==> src/hdl/tcdm_pkg.sv <==
// ----------------------------------------------------------
// Shared widths and types of the TCDM bank adapter
// Data path fixed at 32 bits, byte enables one per byte
// AMO codes 10 to 15 carry no operation and act as AmoNone
// ----------------------------------------------------------
`default_nettype none

package tcdm_pkg;

  // ----------------------------------------------------------
  // Widths
  // ----------------------------------------------------------
  // Byte address of the request
  localparam int unsigned AddrWidth = 32;
  // One memory word
  localparam int unsigned DataWidth = 32;
  // One enable per byte
  localparam int unsigned BeWidth   = DataWidth / 8;
  // Opaque requester tag, returned with the read data
  localparam int unsigned MetaWidth = 8;

  // ----------------------------------------------------------
  // Data types
  // ----------------------------------------------------------
  typedef logic [AddrWidth-1:0] addr_t;
  typedef logic [DataWidth-1:0] data_t;
  typedef logic [BeWidth-1:0]   be_t;
  typedef logic [MetaWidth-1:0] meta_t;

  // All bytes written, used by the AMO write-back
  localparam be_t FullBe = '1;

  // Atomic memory operation codes
  typedef enum logic [3:0] {
    AmoNone = 4'd0,
    Swap    = 4'd1,
    Add     = 4'd2,
    And     = 4'd3,
    Or      = 4'd4,
    Xor     = 4'd5,
    Max     = 4'd6,
    Maxu    = 4'd7,
    Min     = 4'd8,
    Minu    = 4'd9
  } amo_op_e;

endpackage

`default_nettype wire
==> src/hdl/tcdm_adapter.sv <==
// ----------------------------------------------------------
// Adapter in front of one single-port SRAM bank
// Needs exclusive access to the bank, no grant is expected
// Read data must appear one cycle after the request
// ----------------------------------------------------------
`default_nettype none

module tcdm_adapter (
  input  logic            clk_i,
  input  logic            rst_ni,
  // Request stream
  input  logic            in_valid_i,
  output logic            in_ready_o,
  input  tcdm_pkg::addr_t in_address_i,
  input  logic [3:0]      in_amo_i,
  input  logic            in_write_i,
  input  tcdm_pkg::data_t in_wdata_i,
  input  tcdm_pkg::meta_t in_meta_i,
  input  tcdm_pkg::be_t   in_be_i,
  // Response stream
  output logic            in_valid_o,
  input  logic            in_ready_i,
  output tcdm_pkg::data_t in_rdata_o,
  output tcdm_pkg::meta_t in_meta_o,
  // SRAM port
  output logic            out_req_o,
  output tcdm_pkg::addr_t out_add_o,
  output logic            out_write_o,
  output tcdm_pkg::data_t out_wdata_o,
  output tcdm_pkg::be_t   out_be_o,
  input  tcdm_pkg::data_t out_rdata_i
);

  logic              read_issued;
  logic              resp_hold;
  tcdm_pkg::amo_op_e amo_op;
  tcdm_pkg::data_t   amo_operand;
  tcdm_pkg::data_t   amo_result;

  // ----------------------------------------------------------
  // Request path and AMO sequencing
  // ----------------------------------------------------------
  amo_ctrl i_amo_ctrl (
    .clk_i         (clk_i),
    .rst_ni        (rst_ni),
    .in_valid_i    (in_valid_i),
    .in_ready_o    (in_ready_o),
    .in_address_i  (in_address_i),
    .in_amo_i      (in_amo_i),
    .in_write_i    (in_write_i),
    .in_wdata_i    (in_wdata_i),
    .in_be_i       (in_be_i),
    .resp_hold_i   (resp_hold),
    .amo_result_i  (amo_result),
    .amo_op_o      (amo_op),
    .amo_operand_o (amo_operand),
    .read_issued_o (read_issued),
    .out_req_o     (out_req_o),
    .out_add_o     (out_add_o),
    .out_write_o   (out_write_o),
    .out_wdata_o   (out_wdata_o),
    .out_be_o      (out_be_o)
  );

  // Old word comes straight from the SRAM
  amo_alu i_amo_alu (
    .op_i       (amo_op),
    .mem_data_i (out_rdata_i),
    .operand_i  (amo_operand),
    .result_o   (amo_result)
  );

  // Response pairing and back-pressure
  resp_buffer i_resp_buffer (
    .clk_i         (clk_i),
    .rst_ni        (rst_ni),
    .read_issued_i (read_issued),
    .meta_i        (in_meta_i),
    .rdata_i       (out_rdata_i),
    .resp_valid_o  (in_valid_o),
    .resp_ready_i  (in_ready_i),
    .resp_rdata_o  (in_rdata_o),
    .resp_meta_o   (in_meta_o),
    .resp_hold_o   (resp_hold)
  );

endmodule

`default_nettype wire

==> src/hdl/resp_buffer.sv <==
// ----------------------------------------------------------
// One-entry response slot for the TCDM bank adapter
// Read data is expected one cycle after read_issued_i
// Fall-through, so a response is valid when the data arrives
// A new read may only be issued when no response is held
// ----------------------------------------------------------
`default_nettype none

module resp_buffer (
  input  logic            clk_i,
  input  logic            rst_ni,
  // Read request went to the SRAM this cycle
  input  logic            read_issued_i,
  input  tcdm_pkg::meta_t meta_i,
  // SRAM read data
  input  tcdm_pkg::data_t rdata_i,
  // Response stream
  output logic            resp_valid_o,
  input  logic            resp_ready_i,
  output tcdm_pkg::data_t resp_rdata_o,
  output tcdm_pkg::meta_t resp_meta_o,
  output logic            resp_hold_o
);

  // Metadata slot
  logic            meta_valid_q;
  tcdm_pkg::meta_t meta_q;
  // SRAM data arrives this cycle
  logic            capture_q;
  // Data slot
  logic            data_valid_q;
  tcdm_pkg::data_t data_q;
  logic            data_present;
  logic            resp_taken;

  // ----------------------------------------------------------
  // Output side
  // ----------------------------------------------------------
  // Data counts as present straight from the SRAM
  assign data_present = data_valid_q || capture_q;
  assign resp_valid_o = meta_valid_q && data_present;
  assign resp_rdata_o = data_valid_q ? data_q : rdata_i;
  assign resp_meta_o  = meta_q;
  assign resp_taken   = resp_valid_o && resp_ready_i;
  // Stalls the request side
  assign resp_hold_o  = resp_valid_o && !resp_ready_i;

  // ----------------------------------------------------------
  // Slot state
  // ----------------------------------------------------------
  always_ff @(posedge clk_i or negedge rst_ni) begin
    if (!rst_ni) begin
      meta_valid_q <= 1'b0;
      capture_q    <= 1'b0;
      data_valid_q <= 1'b0;
    end else begin
      capture_q <= read_issued_i;
      // New issue wins over the free of the previous entry
      if (read_issued_i) begin
        meta_valid_q <= 1'b1;
      end else if (resp_taken) begin
        meta_valid_q <= 1'b0;
      end
      // Keep the SRAM word only when it was not taken at once
      if (resp_taken) begin
        data_valid_q <= 1'b0;
      end else if (capture_q) begin
        data_valid_q <= 1'b1;
      end
    end
  end

  always_ff @(posedge clk_i) begin
    if (read_issued_i) begin
      meta_q <= meta_i;
    end
    // SRAM output changes after this cycle
    if (capture_q && !resp_taken) begin
      data_q <= rdata_i;
    end
  end

endmodule

`default_nettype wire

==> src/hdl/amo_ctrl.sv <==
// ----------------------------------------------------------
// Request path of the TCDM bank adapter
// Requests pass straight to the SRAM in Idle
// An AMO reads in its accept cycle and writes back one cycle later
// No new request is taken while a response is held
// ----------------------------------------------------------
`default_nettype none

module amo_ctrl (
  input  logic              clk_i,
  input  logic              rst_ni,
  // Request stream
  input  logic              in_valid_i,
  output logic              in_ready_o,
  input  tcdm_pkg::addr_t   in_address_i,
  input  logic [3:0]        in_amo_i,
  input  logic              in_write_i,
  input  tcdm_pkg::data_t   in_wdata_i,
  input  tcdm_pkg::be_t     in_be_i,
  // Pending response not yet taken
  input  logic              resp_hold_i,
  // ALU
  input  tcdm_pkg::data_t   amo_result_i,
  output tcdm_pkg::amo_op_e amo_op_o,
  output tcdm_pkg::data_t   amo_operand_o,
  // One pulse per accepted load or AMO
  output logic              read_issued_o,
  // SRAM port
  output logic              out_req_o,
  output tcdm_pkg::addr_t   out_add_o,
  output logic              out_write_o,
  output tcdm_pkg::data_t   out_wdata_o,
  output tcdm_pkg::be_t     out_be_o
);

  typedef enum logic {
    Idle,
    DoAmo
  } state_e;

  state_e            state_q, state_d;
  tcdm_pkg::amo_op_e req_op;
  logic              is_amo;
  logic              req_accepted;
  // Stored AMO request
  tcdm_pkg::amo_op_e amo_op_q;
  tcdm_pkg::addr_t   addr_q;
  tcdm_pkg::data_t   operand_q;

  assign req_op = tcdm_pkg::amo_op_e'(in_amo_i);
  // Codes outside Swap..Minu are plain accesses
  assign is_amo = req_op inside {tcdm_pkg::Swap, tcdm_pkg::Add, tcdm_pkg::And,
                                 tcdm_pkg::Or, tcdm_pkg::Xor, tcdm_pkg::Max,
                                 tcdm_pkg::Maxu, tcdm_pkg::Min, tcdm_pkg::Minu};

  // Blocked during write-back and while a response waits
  assign in_ready_o    = (state_q == Idle) && !resp_hold_i;
  assign req_accepted  = in_valid_i && in_ready_o;
  // AMOs always return the old word
  assign read_issued_o = req_accepted && (is_amo || !in_write_i);

  assign amo_op_o      = amo_op_q;
  assign amo_operand_o = operand_q;

  // ----------------------------------------------------------
  // FSM and SRAM port steering
  // ----------------------------------------------------------
  always_comb begin
    state_d     = state_q;
    // Feed-through of the request
    out_req_o   = req_accepted;
    out_add_o   = in_address_i;
    out_write_o = in_write_i && !is_amo;
    out_wdata_o = in_wdata_i;
    out_be_o    = in_be_i;
    case (state_q)
      Idle: begin
        if (req_accepted && is_amo) begin
          state_d = DoAmo;
        end
      end
      DoAmo: begin
        // Old word is on out_rdata now, commit the result
        out_req_o   = 1'b1;
        out_add_o   = addr_q;
        out_write_o = 1'b1;
        out_wdata_o = amo_result_i;
        out_be_o    = tcdm_pkg::FullBe;
        state_d     = Idle;
      end
      default: state_d = Idle;
    endcase
  end

  always_ff @(posedge clk_i or negedge rst_ni) begin
    if (!rst_ni) begin
      state_q <= Idle;
    end else begin
      state_q <= state_d;
    end
  end

  // Operands of the AMO, loaded on accept
  always_ff @(posedge clk_i) begin
    if (req_accepted && is_amo) begin
      amo_op_q  <= req_op;
      addr_q    <= in_address_i;
      operand_q <= in_wdata_i;
    end
  end

endmodule

`default_nettype wire

==> src/hdl/amo_alu.sv <==
// ----------------------------------------------------------
// Write-back value of an atomic memory operation
// Purely combinational, valid while the old word is on the bus
// Unknown opcodes give a zero result
// ----------------------------------------------------------
`default_nettype none

module amo_alu (
  input  tcdm_pkg::amo_op_e op_i,
  input  tcdm_pkg::data_t   mem_data_i,
  input  tcdm_pkg::data_t   operand_i,
  output tcdm_pkg::data_t   result_o
);

  // Shared adder, one bit wider than the data word
  logic [tcdm_pkg::DataWidth:0] adder_a;
  logic [tcdm_pkg::DataWidth:0] adder_b;
  logic                         adder_cin;
  logic [tcdm_pkg::DataWidth:0] adder_sum;
  // Set when the old word is below the operand
  logic                         less;

  // ----------------------------------------------------------
  // Adder operand selection
  // ----------------------------------------------------------
  always_comb begin
    // Plain unsigned add by default
    adder_a   = {1'b0, mem_data_i};
    adder_b   = {1'b0, operand_i};
    adder_cin = 1'b0;
    case (op_i)
      tcdm_pkg::Max, tcdm_pkg::Min: begin
        // Sign extend both, then a - b as a + ~b + 1
        adder_a   = {mem_data_i[tcdm_pkg::DataWidth-1], mem_data_i};
        adder_b   = ~{operand_i[tcdm_pkg::DataWidth-1], operand_i};
        adder_cin = 1'b1;
      end
      tcdm_pkg::Maxu, tcdm_pkg::Minu: begin
        // Zero extend, top bit becomes the borrow
        adder_b   = ~{1'b0, operand_i};
        adder_cin = 1'b1;
      end
      default: begin
      end
    endcase
  end

  assign adder_sum = adder_a + adder_b + {{tcdm_pkg::DataWidth{1'b0}}, adder_cin};
  // Sign of the 33-bit difference
  assign less      = adder_sum[tcdm_pkg::DataWidth];

  // ----------------------------------------------------------
  // Result selection
  // ----------------------------------------------------------
  always_comb begin
    case (op_i)
      tcdm_pkg::Swap: result_o = operand_i;
      // Wrapping add, carry dropped
      tcdm_pkg::Add:  result_o = adder_sum[tcdm_pkg::DataWidth-1:0];
      tcdm_pkg::And:  result_o = mem_data_i & operand_i;
      tcdm_pkg::Or:   result_o = mem_data_i | operand_i;
      tcdm_pkg::Xor:  result_o = mem_data_i ^ operand_i;
      // Larger of the two
      tcdm_pkg::Max, tcdm_pkg::Maxu: result_o = less ? operand_i : mem_data_i;
      // Smaller of the two
      tcdm_pkg::Min, tcdm_pkg::Minu: result_o = less ? mem_data_i : operand_i;
      default:        result_o = '0;
    endcase
  end

endmodule

`default_nettype wire

==> config.mk <==
export PLATFORM = sky130hd
export DESIGN_NAME = tcdm_adapter
export DESIGN_NICKNAME = d
export VERILOG_FILES = /design/src/hdl/tcdm_pkg.sv /design/src/hdl/tcdm_adapter.sv /design/src/hdl/resp_buffer.sv /design/src/hdl/amo_ctrl.sv /design/src/hdl/amo_alu.sv
export SDC_FILE = /design/constraint.sdc
export NUM_CORES = 1
export LEC_CHECK = 0
export BUFFER_PORTS_ARGS = -buffer_cell sky130_fd_sc_hd__buf_2
export CORE_UTILIZATION = 35
export DETAILED_ROUTE_END_ITERATION = 7
export GPL_TIMING_DRIVEN = 1
export SYNTH_ARGS = -nofsm -noshare
export SYNTH_HDL_FRONTEND = slang
export SYNTH_SLANG_ARGS = --single-unit
==> constraint.sdc <==
create_clock -name clk_i -period 4.75 [get_ports clk_i]
set_clock_uncertainty 0.15 [all_clocks]
set_input_delay 0.2375 -clock clk_i [delete_from_list [all_inputs] [get_ports clk_i]]
set_output_delay 0.2375 -clock clk_i [all_outputs]
set_load 0.02 [all_outputs]
==> reports/metrics.csv, run 1 <==
stage;metric;value;unit
final_layout;final std cell area, no fill;0.0125;sq mm
routing;Wirelength per Cell;18.3;um
routing;Avg Vias per Cell;5.34;
logic_synthesis;syn avg cell area;9.90;sq um
final_layout;share of layout cells above drive strength 1;0.310;
power_and_ir_drop;Pwr Density;342;mW/mm^2
floorplan;starting density of the core;0.358;
run_status;failing checks;negative setup slack;
place;placed standard-cell area;0.0107;sq mm
logic_synthesis;area fraction of the dominant cell type after synthesis;0.359;
place;RePlAce Congestion;0.909;
critical_path;slowest CP cell;edfxtp_1;
sta;Slew Viols, Final;0;
routing;Detailed Route WL;29000;um
power_and_ir_drop;Reg power frac;0.300;
place;placed cells;1451;
routing;Initial DRC Count;556;
sta;f_max;208;MHz
global_route;gr ovfl total;0;
floorplan;Die Y;163;um
clock_network;Skew-Pair Late Insertion Delay;0.37;ns
hold_path;Hold Crit Start;out_rdata_i[31];
power_and_ir_drop;Psw;1.81;mW
clock_network;Num CTS Buffers;9;
critical_path;cell breakdown of the critical path;and3b_2 > nor2_4 > xnor2_2 > fa_2 > fa_2 > a211oi_2 > o211ai_2 > a211oi_2 > o21ai_2 > a211oi_4 > xnor2_4 > buf_4 > mux2i_4 > buf_12 > a22o_1 > a211o_1 > buf_2;
global_route;vias in the first global route;8268;
hold_path;HP Class;primary input to register;
hold_path;Hold Path Cell Cnt;1;
global_route;largest net degree at the start of global routing;65;
critical_path;startpoint types;register;
final_layout;nets@finish;1468;
critical_path;worst-path fanout max;19;
critical_path;Reg2Reg Launch Point;i_amo_ctrl.state_q;
logic_synthesis;top cells by area, synth;edfxtp_1 36%, ha_1 13%, o21ai_0 4.9%;
sta;Final Hold Fails;0;
logic_synthesis;Yosys cell types;77;
global_route;initial antenna violation count;0;
critical_path;critical path class;register to output port;
sta;slack of the critical path;-0.0637;ns
final_layout;post-route insts no fill;1589;
flow_run;max-cap violations;0;
clock_network;Worst-path clk slew;0.09;ns
place;DP HPWL;19800;um
sta;slew margin rel.;0.151;
clock_network;Max H-tree Level;3;
power_and_ir_drop;Clk pwr share;0.200;
global_route;first-pass GRT wire length;44600;um
logic_synthesis;Seq/Total Area, Yosys;0.370;
sta;min Tclk post-route;4.81;ns
clock_network;CTS max path bufs;2;
critical_path;crit path from;i_amo_ctrl.amo_op_o[2];
power_and_ir_drop;switch share;0.422;
logic_synthesis;number of flops mapped to enable cells by yosys;108;
clock_network;CTS tree;done;
critical_path;CP required;4.36;ns
routing;Post-route DRC;0;
critical_path;Worst path max stage delay;0.44;ns
logic_synthesis;Async SR Flop Fraction;0.0357;
sta;Final TNS setup;-0.630;ns
sta;Setup violations, final;24;
routing;DR vias;8482;
final_layout;most common cell after layout, fill and taps aside;buf_2;
floorplan;std cell rows;58;
logic_synthesis;Syn Std Cell Area;0.00903;sq mm
power_and_ir_drop;Int Pwr;2.48;mW
global_route;aggregate global-route resource usage;0.217;
floorplan;# IOs;229;
logic_synthesis;#FFs+latches synth;112;
routing;DR pass1 iterations;5;
floorplan;Die ar.;0.0264;sq mm
power_and_ir_drop;P_leak;5.32;nW
power_and_ir_drop;PnR Total Power;4.29;mW
clock_network;clk sinks;112;
logic_synthesis;ys flop type;edfxtp_1;
power_and_ir_drop;Comb pwr share;0.500;
critical_path;Worst Setup End Kind;output port;
sta;Worst Tran Pin Value;1.27;ns
logic_synthesis;Syn Inst Count;912;
floorplan;Die W;163;um
run_status;status;complete, but fails checks;
critical_path;worst reg-to-reg path cell count;5;
logic_synthesis;synthesis warning total;0;
logic_synthesis;area leader, netlist;edfxtp_1;
sta;Hold WS;0.0104;ns
final_layout;Area growth syn-to-layout;38.8;%
routing;Post-DRT Antenna Nets;0;
place;input/output buffers;228;
place;pre-CTS setup slack;0.0143;ns
logic_synthesis;syn_nets;1126;
floorplan;Core ar.;0.0253;sq mm
final_layout;commonest non-fill, non-tap cells in the layout;199 x buf_2, 109 x dlygate4sd3_1, 108 x edfxtp_1;
final_layout;Fillers;2364;
sta;period utilization;1.01;
final_layout;post-layout util;0.496;
clock_network;clock root cell;clkbuf_16;
critical_path;Worst Path Arrival;4.43;ns
power_and_ir_drop;Peak VDD IR;0.000176;V
final_layout;Antenna diodes;0;
sta;RSZ-0062 raised after global routing;true;
[cell usage after synthesis (4+ instances only)]
cell       count
a211oi_1       6
a21boi_0       6
a21o_1        13
a21oi_1       46
a221o_1       21
a221o_2        4
a221oi_1      26
a22oi_1       17
and3_1         4
clkbuf_1      37
dfrtp_1        4
edfxtp_1     108
ha_1          95
inv_1         71
mux2_2        32
nand2_1       90
nand3_1       14
nor2_1        32
nor3_1        12
o211ai_1       6
o21ai_0       89
o21bai_1       4
o221ai_1       9
o2bb2ai_1     13
or2_2          8
xnor2_1       44
xor2_1        16
[per-layer routing]
layer  vias to the layer above  global-route usage  part of all wire
met5                         -                   0                 0
met4                         0              0.0459             0.013
met3                        28              0.0364             0.055
met2                       283               0.371              0.48
met1                      4071               0.288              0.45
li1                       4100                   -                 -
[power groups by stage]
stage / Sequential (mW) / Combinational (mW) / Clock (mW)
2_1_floorplan: 1.31 / 1.34 / 0
3_3_place_gp: 1.31 / 1.92 / 0
3_5_place_dp: 1.31 / 1.93 / 0
4_1_cts: 1.29 / 2.09 / 0.886
5_1_grt: 1.30 / 2.33 / 0.914
6_report: 1.29 / 2.15 / 0.858
[sequential cells by signal, summed over array words and instances, names as in the netlist]
| name | count |
|---|---|
| i_amo_ctrl.addr_q | 32 |
| i_amo_ctrl.amo_operand_o | 32 |
| i_resp_buffer.data_q | 32 |
| i_resp_buffer.resp_meta_o | 8 |
| i_amo_ctrl.amo_op_o | 4 |
| i_amo_ctrl.state_q | 1 |
| i_resp_buffer.capture_q | 1 |
| i_resp_buffer.data_valid_q | 1 |
| i_resp_buffer.meta_valid_q | 1 |
[logic make-up (layout without fill, tap and decap cells)]
| logic type | count (synthesis) | count (layout) | share of synthesized area |
|---|---|---|---|
| flops | 112 | 112 | 0.370 |
| xor+xnor | 61 | 61 | 0.0612 |
| buf+inv | 121 | 468 | 0.0596 |
| fa+ha+maj | 97 | 97 | 0.136 |
| compound gates | 297 | 297 | 0.230 |
| simple gates | 187 | 187 | 0.0945 |
| mux | 37 | 37 | 0.0482 |
[final timing paths]
kind                       slack [ns]                           to
hold / removal                   0.01     i_resp_buffer.data_q[31]
min in group asynchronous        0.04   i_resp_buffer.meta_valid_q
setup reg to reg                 2.05  i_amo_ctrl.amo_operand_o[3]
hold reg to reg                  0.41   i_resp_buffer.data_valid_q
setup / recovery                -0.06              out_wdata_o[22]
max in group asynchronous        4.28   i_resp_buffer.data_valid_q
[layout make-up]
type / instances / area [sq um] / area share
sequential: 112 / 3340 / 0.267
clock inverter: 7 / 104 / 0.00829
multi-input combinational: 679 / 5360 / 0.428
inverter: 72 / 270 / 0.0216
tap: 330 / 413 / 0.0329
clock buffer: 9 / 225 / 0.0180
timing repair buffer: 380 / 2810 / 0.225
[timing repair]
item                       in CTS  in global routing
pin swaps                      27                 16
hold endpoints to repair      112                  0
hold buffers                  109                  0
gates cloned                    0                  1
setup endpoints to repair      32                 32
resized for setup              61                 34
setup buffers                  10                  2
[critical path: cells and delay by family (launching register included)]
| kind | cells | cell delay (ns) |
|---|---|---|
| AOI/OAI and AO/OA | 7 | 1.52 |
| adders and majority gates | 2 | 0.75 |
| buffers and inverters | 3 | 0.50 |
| and+or+nand+nor | 2 | 0.44 |
| DFF | 1 | 0.44 |
| xor gates and xnor gates | 2 | 0.21 |
| muxes | 1 | 0.18 |
No activity file was read; power rests on OpenSTA's default activity.
==> run 2, diff against run 1 <==
- ABC_AREA: unset -> 1
==> run 2 against run 1 <==
Net effect:
- the run now ends clean
- via count up 26%
- synthesized cell count up 59%
- combinational power up 3%
- critical path depth up 3
- register-to-register slack worse by 0.29 ns
==> reports/metrics.csv, run 2 <==
stage;metric;value;unit;change
critical_path;CP required;4.36;ns;about the same
clock_network;clock root cell;clkbuf_16;;unchanged
logic_synthesis;synthesis warning total;0;;unchanged
hold_path;Hold Crit Start;out_rdata_i[13];;was out_rdata_i[31]
critical_path;Reg2Reg Setup Slack;1.76;ns;was 2.05 ns
logic_synthesis;syn avg cell area;7.03;sq um;was 9.90 sq um
final_layout;commonest non-fill, non-tap cells in the layout;525 x nand2_1, 228 x buf_2, 160 x nand3_1;;was 199 x buf_2, 109 x dlygate4sd3_1, 108 x edfxtp_1
routing;Post-DRT Antenna Nets;0;;unchanged
clock_network;CTS max path bufs;2;;unchanged
logic_synthesis;#FFs+latches synth;112;;unchanged
clock_network;Max H-tree Level;3;;unchanged
global_route;largest net degree at the start of global routing;69;;was 65
critical_path;Reg2Reg Launch Point;i_resp_buffer.data_valid_q;;was i_amo_ctrl.state_q
sta;period utilization;0.942;;was 1.01
sta;Setup violations, final;0;;was 24
final_layout;area occupied by multi-input gates;0.00611;sq mm;was 0.00536 sq mm
logic_synthesis;Async SR Flop Fraction;0.0357;;unchanged
place;RePlAce Congestion;0.971;;was 0.909
routing;Post-route DRC;0;;unchanged
clock_network;Skew-Pair Late Insertion Delay;0.37;ns;about the same
critical_path;most frequent CP cell;nand2_1;;
logic_synthesis;most frequent cell after synthesis;nand2_1;;was edfxtp_1
power_and_ir_drop;PnR Total Power;4.37;mW;was 4.29 mW
global_route;initial antenna violation count;0;;unchanged
place;input/output buffers;228;;unchanged
flow_run;max-cap violations;0;;unchanged
power_and_ir_drop;Peak VDD IR;0.000297;V;was 0.000176 V
clock_network;Num CTS Buffers;9;;unchanged
power_and_ir_drop;P_leak;6.42;nW;was 5.32 nW
logic_synthesis;Yosys cell types;44;;was 77
routing;Avg Vias per Cell;5.00;;was 5.34
clock_network;clk sinks;112;;unchanged
final_layout;Fillers;2885;;was 2364
global_route;first-pass GRT wire length;52900;um;was 44600 um
sta;Worst Tran Pin Value;1.08;ns;was 1.27 ns
sta;min Tclk post-route;4.48;ns;was 4.81 ns
power_and_ir_drop;Pwr Density;331;mW/mm^2;was 342 mW/mm^2
floorplan;# IOs;229;;unchanged
critical_path;crit path from;i_amo_ctrl.amo_op_o[3];;was i_amo_ctrl.amo_op_o[2]
floorplan;std cell rows;62;;was 58
clock_network;Worst-path clk slew;0.08;ns;was 0.09 ns
global_route;vias in the first global route;10220;;was 8268
logic_synthesis;top cells by area, synth;edfxtp_1 32%, nand2_1 19%, ha_1 12%;;was edfxtp_1 36%, ha_1 13%, o21ai_0 4.9%
final_layout;share of layout cells above drive strength 1;0.169;;was 0.310
floorplan;starting density of the core;0.355;;was 0.358
sta;Final Hold Fails;0;;unchanged
critical_path;Worst path max stage delay;0.47;ns;was 0.44 ns
floorplan;Die W;172;um;was 163 um
logic_synthesis;area fraction of the dominant cell type after synthesis;0.319;;was 0.359
critical_path;slowest CP cell;ha_1;;was edfxtp_1
logic_synthesis;ys flop type;edfxtp_1;;unchanged
clock_network;CTS tree;done;;unchanged
final_layout;most common cell after layout, fill and taps aside;nand2_1;;was buf_2
routing;Detailed Route WL;34100;um;was 29000 um
logic_synthesis;Commonest cells post-synth;528 x nand2_1, 160 x nand3_1, 132 x inv_1;;was 108 x edfxtp_1, 95 x ha_1, 90 x nand2_1
final_layout;Sequential Area;0.00335;sq mm;was 0.00334 sq mm
final_layout;Area growth syn-to-layout;29.7;%;was 38.8%
logic_synthesis;Seq/Total Area, Yosys;0.329;;was 0.370
critical_path;cell breakdown of the critical path;nor3b_4 > or2_4 > buf_12 > xor2_1 > ha_1 > nand2_1 > nor2_1 > nand2_1 > nor2_1 > nand2_4 > nand2_2 > nand2_4 > nand2_4 > buf_12 > nand2_1 > nand3_1 > nand2_1 > o21ai_0 > nand2_1 > buf_2;;was and3b_2 > nor2_4 > xnor2_2 > fa_2 > fa_2 > a211oi_2 > o211ai_2 > a211oi_2 > o21ai_2 > a211oi_4 > xnor2_4 > buf_4 > mux2i_4 > buf_12 > a22o_1 > a211o_1 > buf_2
place;DP HPWL;24500;um;was 19800 um
logic_synthesis;Syn Std Cell Area;0.0102;sq mm;was 0.00903 sq mm
floorplan;Die Y;172;um;was 163 um
critical_path;startpoint types;register;;unchanged
run_status;status;finished, final reports clean;;was complete, but fails checks
routing;Wirelength per Cell;15.9;um;was 18.3 um
floorplan;Die ar.;0.0297;sq mm;was 0.0264 sq mm
sta;slew margin rel.;0.282;;was 0.151
sta;Slew Viols, Final;0;;unchanged
global_route;aggregate global-route resource usage;0.228;;was 0.217
logic_synthesis;number of flops mapped to enable cells by yosys;108;;unchanged
floorplan;Core ar.;0.0286;sq mm;was 0.0253 sq mm
final_layout;post-layout util;0.461;;was 0.496
logic_synthesis;area leader, netlist;edfxtp_1;;unchanged
critical_path;Worst Setup End Kind;output port;;unchanged
critical_path;Worst Path Arrival;4.09;ns;was 4.43 ns
routing;DR vias;10721;;was 8482
logic_synthesis;Syn Inst Count;1447;;was 912
global_route;gr ovfl total;0;;unchanged
final_layout;Antenna diodes;0;;unchanged
routing;Initial DRC Count;687;;was 556
critical_path;worst-path fanout max;30;;was 19
hold_path;HP Class;primary input to register;;unchanged
logic_synthesis;syn_nets;1661;;was 1126
critical_path;critical path class;register to output port;;unchanged
final_layout;nets@finish;1968;;was 1468
sta;f_max;223;MHz;was 208 MHz
routing;DR pass1 iterations;5;;unchanged
==> run 2: cell types whose count changed after synthesis, sizes merged, moves of 18 or more <==
cell    delta
nand2    +443
mux2      -32
nand3b    +18
xnor2     -43
nor2      +48
nand3    +147
inv       +64
a221o     -25
==> run 2: timing repair <==
| item | CTS | global route |
|---|---|---|
| hold buffers | 107 | 0 |
| setup endpoints to repair | 29 | 32 |
| pin swaps | 0 | 2 |
| gates resized for setup | 3 | 22 |
| buffers inserted | 3 | 0 |
| endpoints found under the hold margin | 110 | 0 |
| gates cloned | 0 | 0 |
==> run 2: path summary, 6_finish.rpt <==
check	to	depth (start not counted)
worst max-delay path	out_wdata_o[29]	20
worst min-delay path	i_resp_buffer.data_q[13]	1
worst max register to register	i_amo_ctrl.addr_q[24]	6
worst min register to register	i_resp_buffer.meta_valid_q	2
max in group asynchronous	i_amo_ctrl.state_q	2
min in group asynchronous	i_resp_buffer.data_valid_q	2
==> run 2: cells by family (layout without fill, tap and decap cells) <==
kind of cell / Yosys count / in the layout / share of synthesized area
XOR/XNOR: 34 / 34 / 0.0293
buffers and inverters: 197 / 509 / 0.0780
flip-flops: 112 / 112 / 0.329
AND/OR/NAND/NOR: 821 / 821 / 0.340
AO/OA/AOI/OAI: 186 / 186 / 0.103
adder cells (fa/ha/maj): 97 / 97 / 0.121
==> run 2: layout make-up <==
type,instances,share of cell area
Sequential cell,112,0.254
Timing Repair Buffer,357,0.185
Inverter,136,0.0387
Clock buffer,9,0.0171
Multi-Input combinational cell,1138,0.463
Clock inverter,7,0.00560
Tap cell,384,0.0364
==> run 2: through the flow <==
step | instance area [sq um] | setup TNS (ns) | instances | worst slack (ns) | hold slack [ns]
floorplan | 10200 | 0 | 1447 | 0.184 | -0.208
global placement | 11700 | 0 | 2017 | 0.349 | -0.102
detailed placement | 11700 | 0 | 2017 | 0.225 | -0.0964
CTS | 13100 | 0 | 2143 | 0.00258 | 0.00886
global route | 13200 | -0.0356 | 2143 | -0.0132 | 0.0121
finish | 13200 | 0 | 2143 | 0.275 | 0.0300
==> run 2: critical path: cells and delay by family (launching register included) <==
family                     cells  cell delay, ns
and+or+nand+nor               14            1.87
buffers and inverters          3            0.54
adders and majority gates      1            0.47
DFF                            1            0.45
AOI/OAI and AO/OA              1            0.22
xor gates and xnor gates       1            0.16
==> run 2: power by group <==
group,total [mW],switching [mW],internal [mW],leakage [nW]
logic,2.21,1.46,0.754,5.23
registers,1.35,0.128,1.22,1.05
clock network,0.809,0.434,0.375,0.141
total,4.37,2.02,2.35,6.42
==> run 2: metal layers <==
layer  share of wire  wire, um  track usage  vias up
met3           0.054      1850       0.0387       33
met5               0         0            0        -
met4           0.014       488       0.0631        0
met1            0.47     15900        0.299     4949
li1                -         -            -     5406
met2            0.46     15800        0.385      333
==> run 3, diff against run 2 <==
==> constraint.sdc (replaced) <==
create_clock -name clk_i -period 4.75 [get_ports clk_i]
set_clock_uncertainty 0.15 [all_clocks]
set_input_delay 0.95 -clock clk_i [delete_from_list [all_inputs] [get_ports clk_i]]
set_output_delay 0.95 -clock clk_i [all_outputs]
set_load 0.02 [all_outputs]
==> run 3 against run 2 <==
Net effect:
- the run now ends with negative setup slack left
- critical path depth grew 2
- total power is 14% higher
- register-to-register slack improved by 0.30 ns
- final cell count fell by 0.56%
- die area unchanged
- sequential share of layout area down 1.2 points
- combinational power grew 28%
- clock-buffer cell count is the same
==> reports/metrics.csv, run 3 (synthesized netlist as in run 2, its figures left out) <==
stage;metric;value;unit;change
power_and_ir_drop;Peak VDD IR;0.000233;V;was 0.000297 V
sta;Worst Tran Pin Value;1.02;ns;was 1.08 ns
sta;Final Hold Fails;0;;unchanged
power_and_ir_drop;PnR Total Power;5.00;mW;was 4.37 mW
floorplan;std cell rows;62;;unchanged
clock_network;Max H-tree Level;3;;unchanged
critical_path;FF-to-FF End;i_resp_buffer.resp_meta_o[1];;was i_amo_ctrl.addr_q[24]
final_layout;commonest non-fill, non-tap cells in the layout;455 x nand2_1, 196 x buf_2, 137 x nand3_1;;was 525 x nand2_1, 228 x buf_2, 160 x nand3_1
routing;DR pass1 iterations;5;;unchanged
critical_path;startpoint types;register;;unchanged
critical_path;Worst Path Arrival;3.97;ns;was 4.09 ns
power_and_ir_drop;Comb pwr share;0.567;;was 0.506
hold_path;HP Class;primary input to asynchronous set/reset pin;;was primary input to register
routing;Post-DRT Antenna Nets;0;;unchanged
place;input/output buffers;228;;unchanged
clock_network;Worst-path clk slew;0.08;ns;about the same
critical_path;Reg2Reg Launch Point;i_amo_ctrl.state_q;;was i_resp_buffer.data_valid_q
critical_path;worst-path fanout max;8;;was 30
place;RePlAce Congestion;0.940;;was 0.971
global_route;aggregate global-route resource usage;0.246;;was 0.228
power_and_ir_drop;Clk pwr share;0.168;;was 0.185
sta;slew margin rel.;0.321;;was 0.282
clock_network;clk sinks;112;;unchanged
routing;DR vias;10830;;was 10721
floorplan;Core ar.;0.0286;sq mm;unchanged
clock_network;Post-CTS Hold Buffers;0;;was 107
floorplan;Die Y;172;um;unchanged
routing;Detailed Route WL;36900;um;was 34100 um
global_route;initial antenna violation count;1;;was 0
final_layout;Sequential Area;0.00335;sq mm;unchanged
floorplan;starting density of the core;0.355;;unchanged
critical_path;critical path class;register to output port;;unchanged
clock_network;CTS max path bufs;2;;unchanged
critical_path;Worst path max stage delay;0.42;ns;was 0.47 ns
clock_network;Skew-Pair Late Insertion Delay;0.37;ns;about the same
routing;Post-route DRC;0;;unchanged
power_and_ir_drop;Psw;2.26;mW;was 2.02 mW
critical_path;CP required;3.65;ns;was 4.36 ns
power_and_ir_drop;switch share;0.451;;was 0.462
final_layout;nets@finish;1956;;was 1968
floorplan;# IOs;229;;unchanged
global_route;first-pass GRT wire length;55500;um;was 52900 um
final_layout;Area growth syn-to-layout;36.3;%;was 29.7%
clock_network;CTS tree;done;;unchanged
global_route;gr ovfl total;0;;unchanged
power_and_ir_drop;Int Pwr;2.74;mW;was 2.35 mW
power_and_ir_drop;Reg power frac;0.265;;was 0.309
final_layout;area occupied by multi-input gates;0.00671;sq mm;was 0.00611 sq mm
critical_path;worst reg-to-reg path cell count;5;;was 6
routing;Avg Vias per Cell;5.08;;was 5.00
sta;RSZ-0062 raised after global routing;true;;
floorplan;Die ar.;0.0297;sq mm;unchanged
final_layout;Fillers;2826;;was 2885
sta;Hold WS;0.223;ns;was 0.0300 ns
power_and_ir_drop;Pwr Density;361;mW/mm^2;was 331 mW/mm^2
final_layout;share of layout cells above drive strength 1;0.294;;was 0.169
critical_path;Worst Setup End Kind;output port;;unchanged
routing;Wirelength per Cell;17.3;um;was 15.9 um
power_and_ir_drop;P_leak;6.71;nW;was 6.42 nW
global_route;vias in the first global route;10152;;was 10220
floorplan;Die W;172;um;unchanged
final_layout;post-layout util;0.484;;was 0.461
sta;period utilization;1.07;;was 0.942
run_status;failing checks;negative setup slack;;
critical_path;cell breakdown of the critical path;buf_6 > nor3b_4 > or2_4 > buf_12 > buf_16 > xor2_1 > ha_1 > nand2_1 > nand2_1 > a21oi_4 > nand2_4 > a21oi_4 > buf_6 > nand3_4 > nand2_8 > clkbuf_16 > nand2_2 > nand3_2 > nand3_2 > nand2_1 > nand2_1 > buf_6;;was nor3b_4 > or2_4 > buf_12 > xor2_1 > ha_1 > nand2_1 > nor2_1 > nand2_1 > nor2_1 > nand2_4 > nand2_2 > nand2_4 > nand2_4 > buf_12 > nand2_1 > nand3_1 > nand2_1 > o21ai_0 > nand2_1 > buf_2
global_route;largest net degree at the start of global routing;69;;unchanged
run_status;status;complete, but fails checks;;was finished, final reports clean
final_layout;most common cell after layout, fill and taps aside;nand2_1;;unchanged
sta;f_max;197;MHz;was 223 MHz
flow_run;max-cap violations;0;;unchanged
critical_path;most frequent CP cell;nand2_1;;unchanged
sta;slack of the critical path;-0.320;ns;was 0.275 ns
clock_network;clock root cell;clkbuf_16;;unchanged
clock_network;Num CTS Buffers;9;;unchanged
critical_path;slowest CP cell;edfxtp_1;;was ha_1
sta;Setup violations, final;32;;was 0
sta;Slew Viols, Final;0;;unchanged
place;DP HPWL;25500;um;was 24500 um
routing;Initial DRC Count;791;;was 687
sta;min Tclk post-route;5.07;ns;was 4.48 ns
critical_path;Reg2Reg Setup Slack;2.06;ns;was 1.76 ns
-- run 3: cell count changes in the layout (fill, tap and decap cells not counted), sizes merged --
cell,before,now
clkinv,2,1
inv,139,138
nand2,533,534
diode,0,1
buf,250,340
dlygate4sd3,107,0
bufinv,0,1
clkbuf,9,13
-- run 3: final cells by class --
class | count | share of cell area
Multi-Input combinational cell | 1139 | 0.484
Sequential cell | 112 | 0.241
Timing Repair Buffer | 344 | 0.181
Inverter | 136 | 0.0368
Tap cell | 384 | 0.0347
Clock buffer | 9 | 0.0162
Clock inverter | 6 | 0.00551
Antenna cell | 1 | 0.000181
-- run 3: power groups by stage --
stage	registers, mW	clock network [mW]	logic [mW]
4_1_cts	1.33	0.861	2.62
5_1_grt	1.35	0.890	3.10
3_3_place_gp	1.34	0	2.30
2_1_floorplan	1.30	0	1.51
6_report	1.33	0.842	2.83
3_5_place_dp	1.35	0	2.33
-- run 3: through the flow --
| step | TNS, ns | instances | setup slack, ns | area [sq um] |
|---|---|---|---|---|
| after floorplan | 0 | 1447 | 0.00266 | 10200 |
| after global placement | -1.25 | 2082 | -0.0983 | 12300 |
| after detailed placement | -3.83 | 2082 | -0.189 | 12300 |
| after CTS | -6.86 | 2116 | -0.264 | 13200 |
| after global routing | -14.41 | 2130 | -0.486 | 13900 |
| final | -8.77 | 2131 | -0.320 | 13900 |
-- run 3: worst max-delay path, delay by kind of cell, from the launching register on --
kind / cells / cell delay (ns)
xor gates and xnor gates: 1 / 0.16
adders and majority gates: 1 / 0.28
buffers and inverters: 6 / 0.94
DFF: 1 / 0.42
AOI/OAI and AO/OA: 2 / 0.38
and+or+nand+nor: 12 / 1.42
-- run 3: what timing repair did --
action                                 4_1_cts  5_1_grt
endpoints found under the hold margin        0        0
gates resized for setup                    114      119
pin swaps                                   34       74
buffers inserted                            14       11
gates cloned                                 5        5
setup endpoints to repair                   32       32
-- run 3: worst max path at each step --
| stage | slack [ns] | end | depth (start not counted) | startpoint |
|---|---|---|---|---|
| final | -0.32 | out_wdata_o[3] | 22 | i_amo_ctrl.amo_op_o[2] |
| after floorplan | 0.003 | out_wdata_o[14] | 26 | i_amo_ctrl.amo_op_o[2] |
| after global routing | -0.49 | out_wdata_o[24] | 25 | i_amo_ctrl.amo_op_o[3] |
| after detailed placement | -0.19 | out_wdata_o[18] | 22 | i_amo_ctrl.amo_op_o[3] |
| after CTS | -0.26 | out_wdata_o[24] | 26 | i_amo_ctrl.amo_op_o[2] |
| after global placement | -0.1 | out_wdata_o[16] | 20 | out_rdata_i[0] |
-- run 3: routing by layer --
metal | vias to the layer above | wire [um] | track usage
met5 | - | 0 | 0
met4 | 0 | 948 | 0.0773
met3 | 67 | 2190 | 0.0449
met2 | 363 | 16900 | 0.404
met1 | 5018 | 16800 | 0.325
li1 | 5382 | - | -
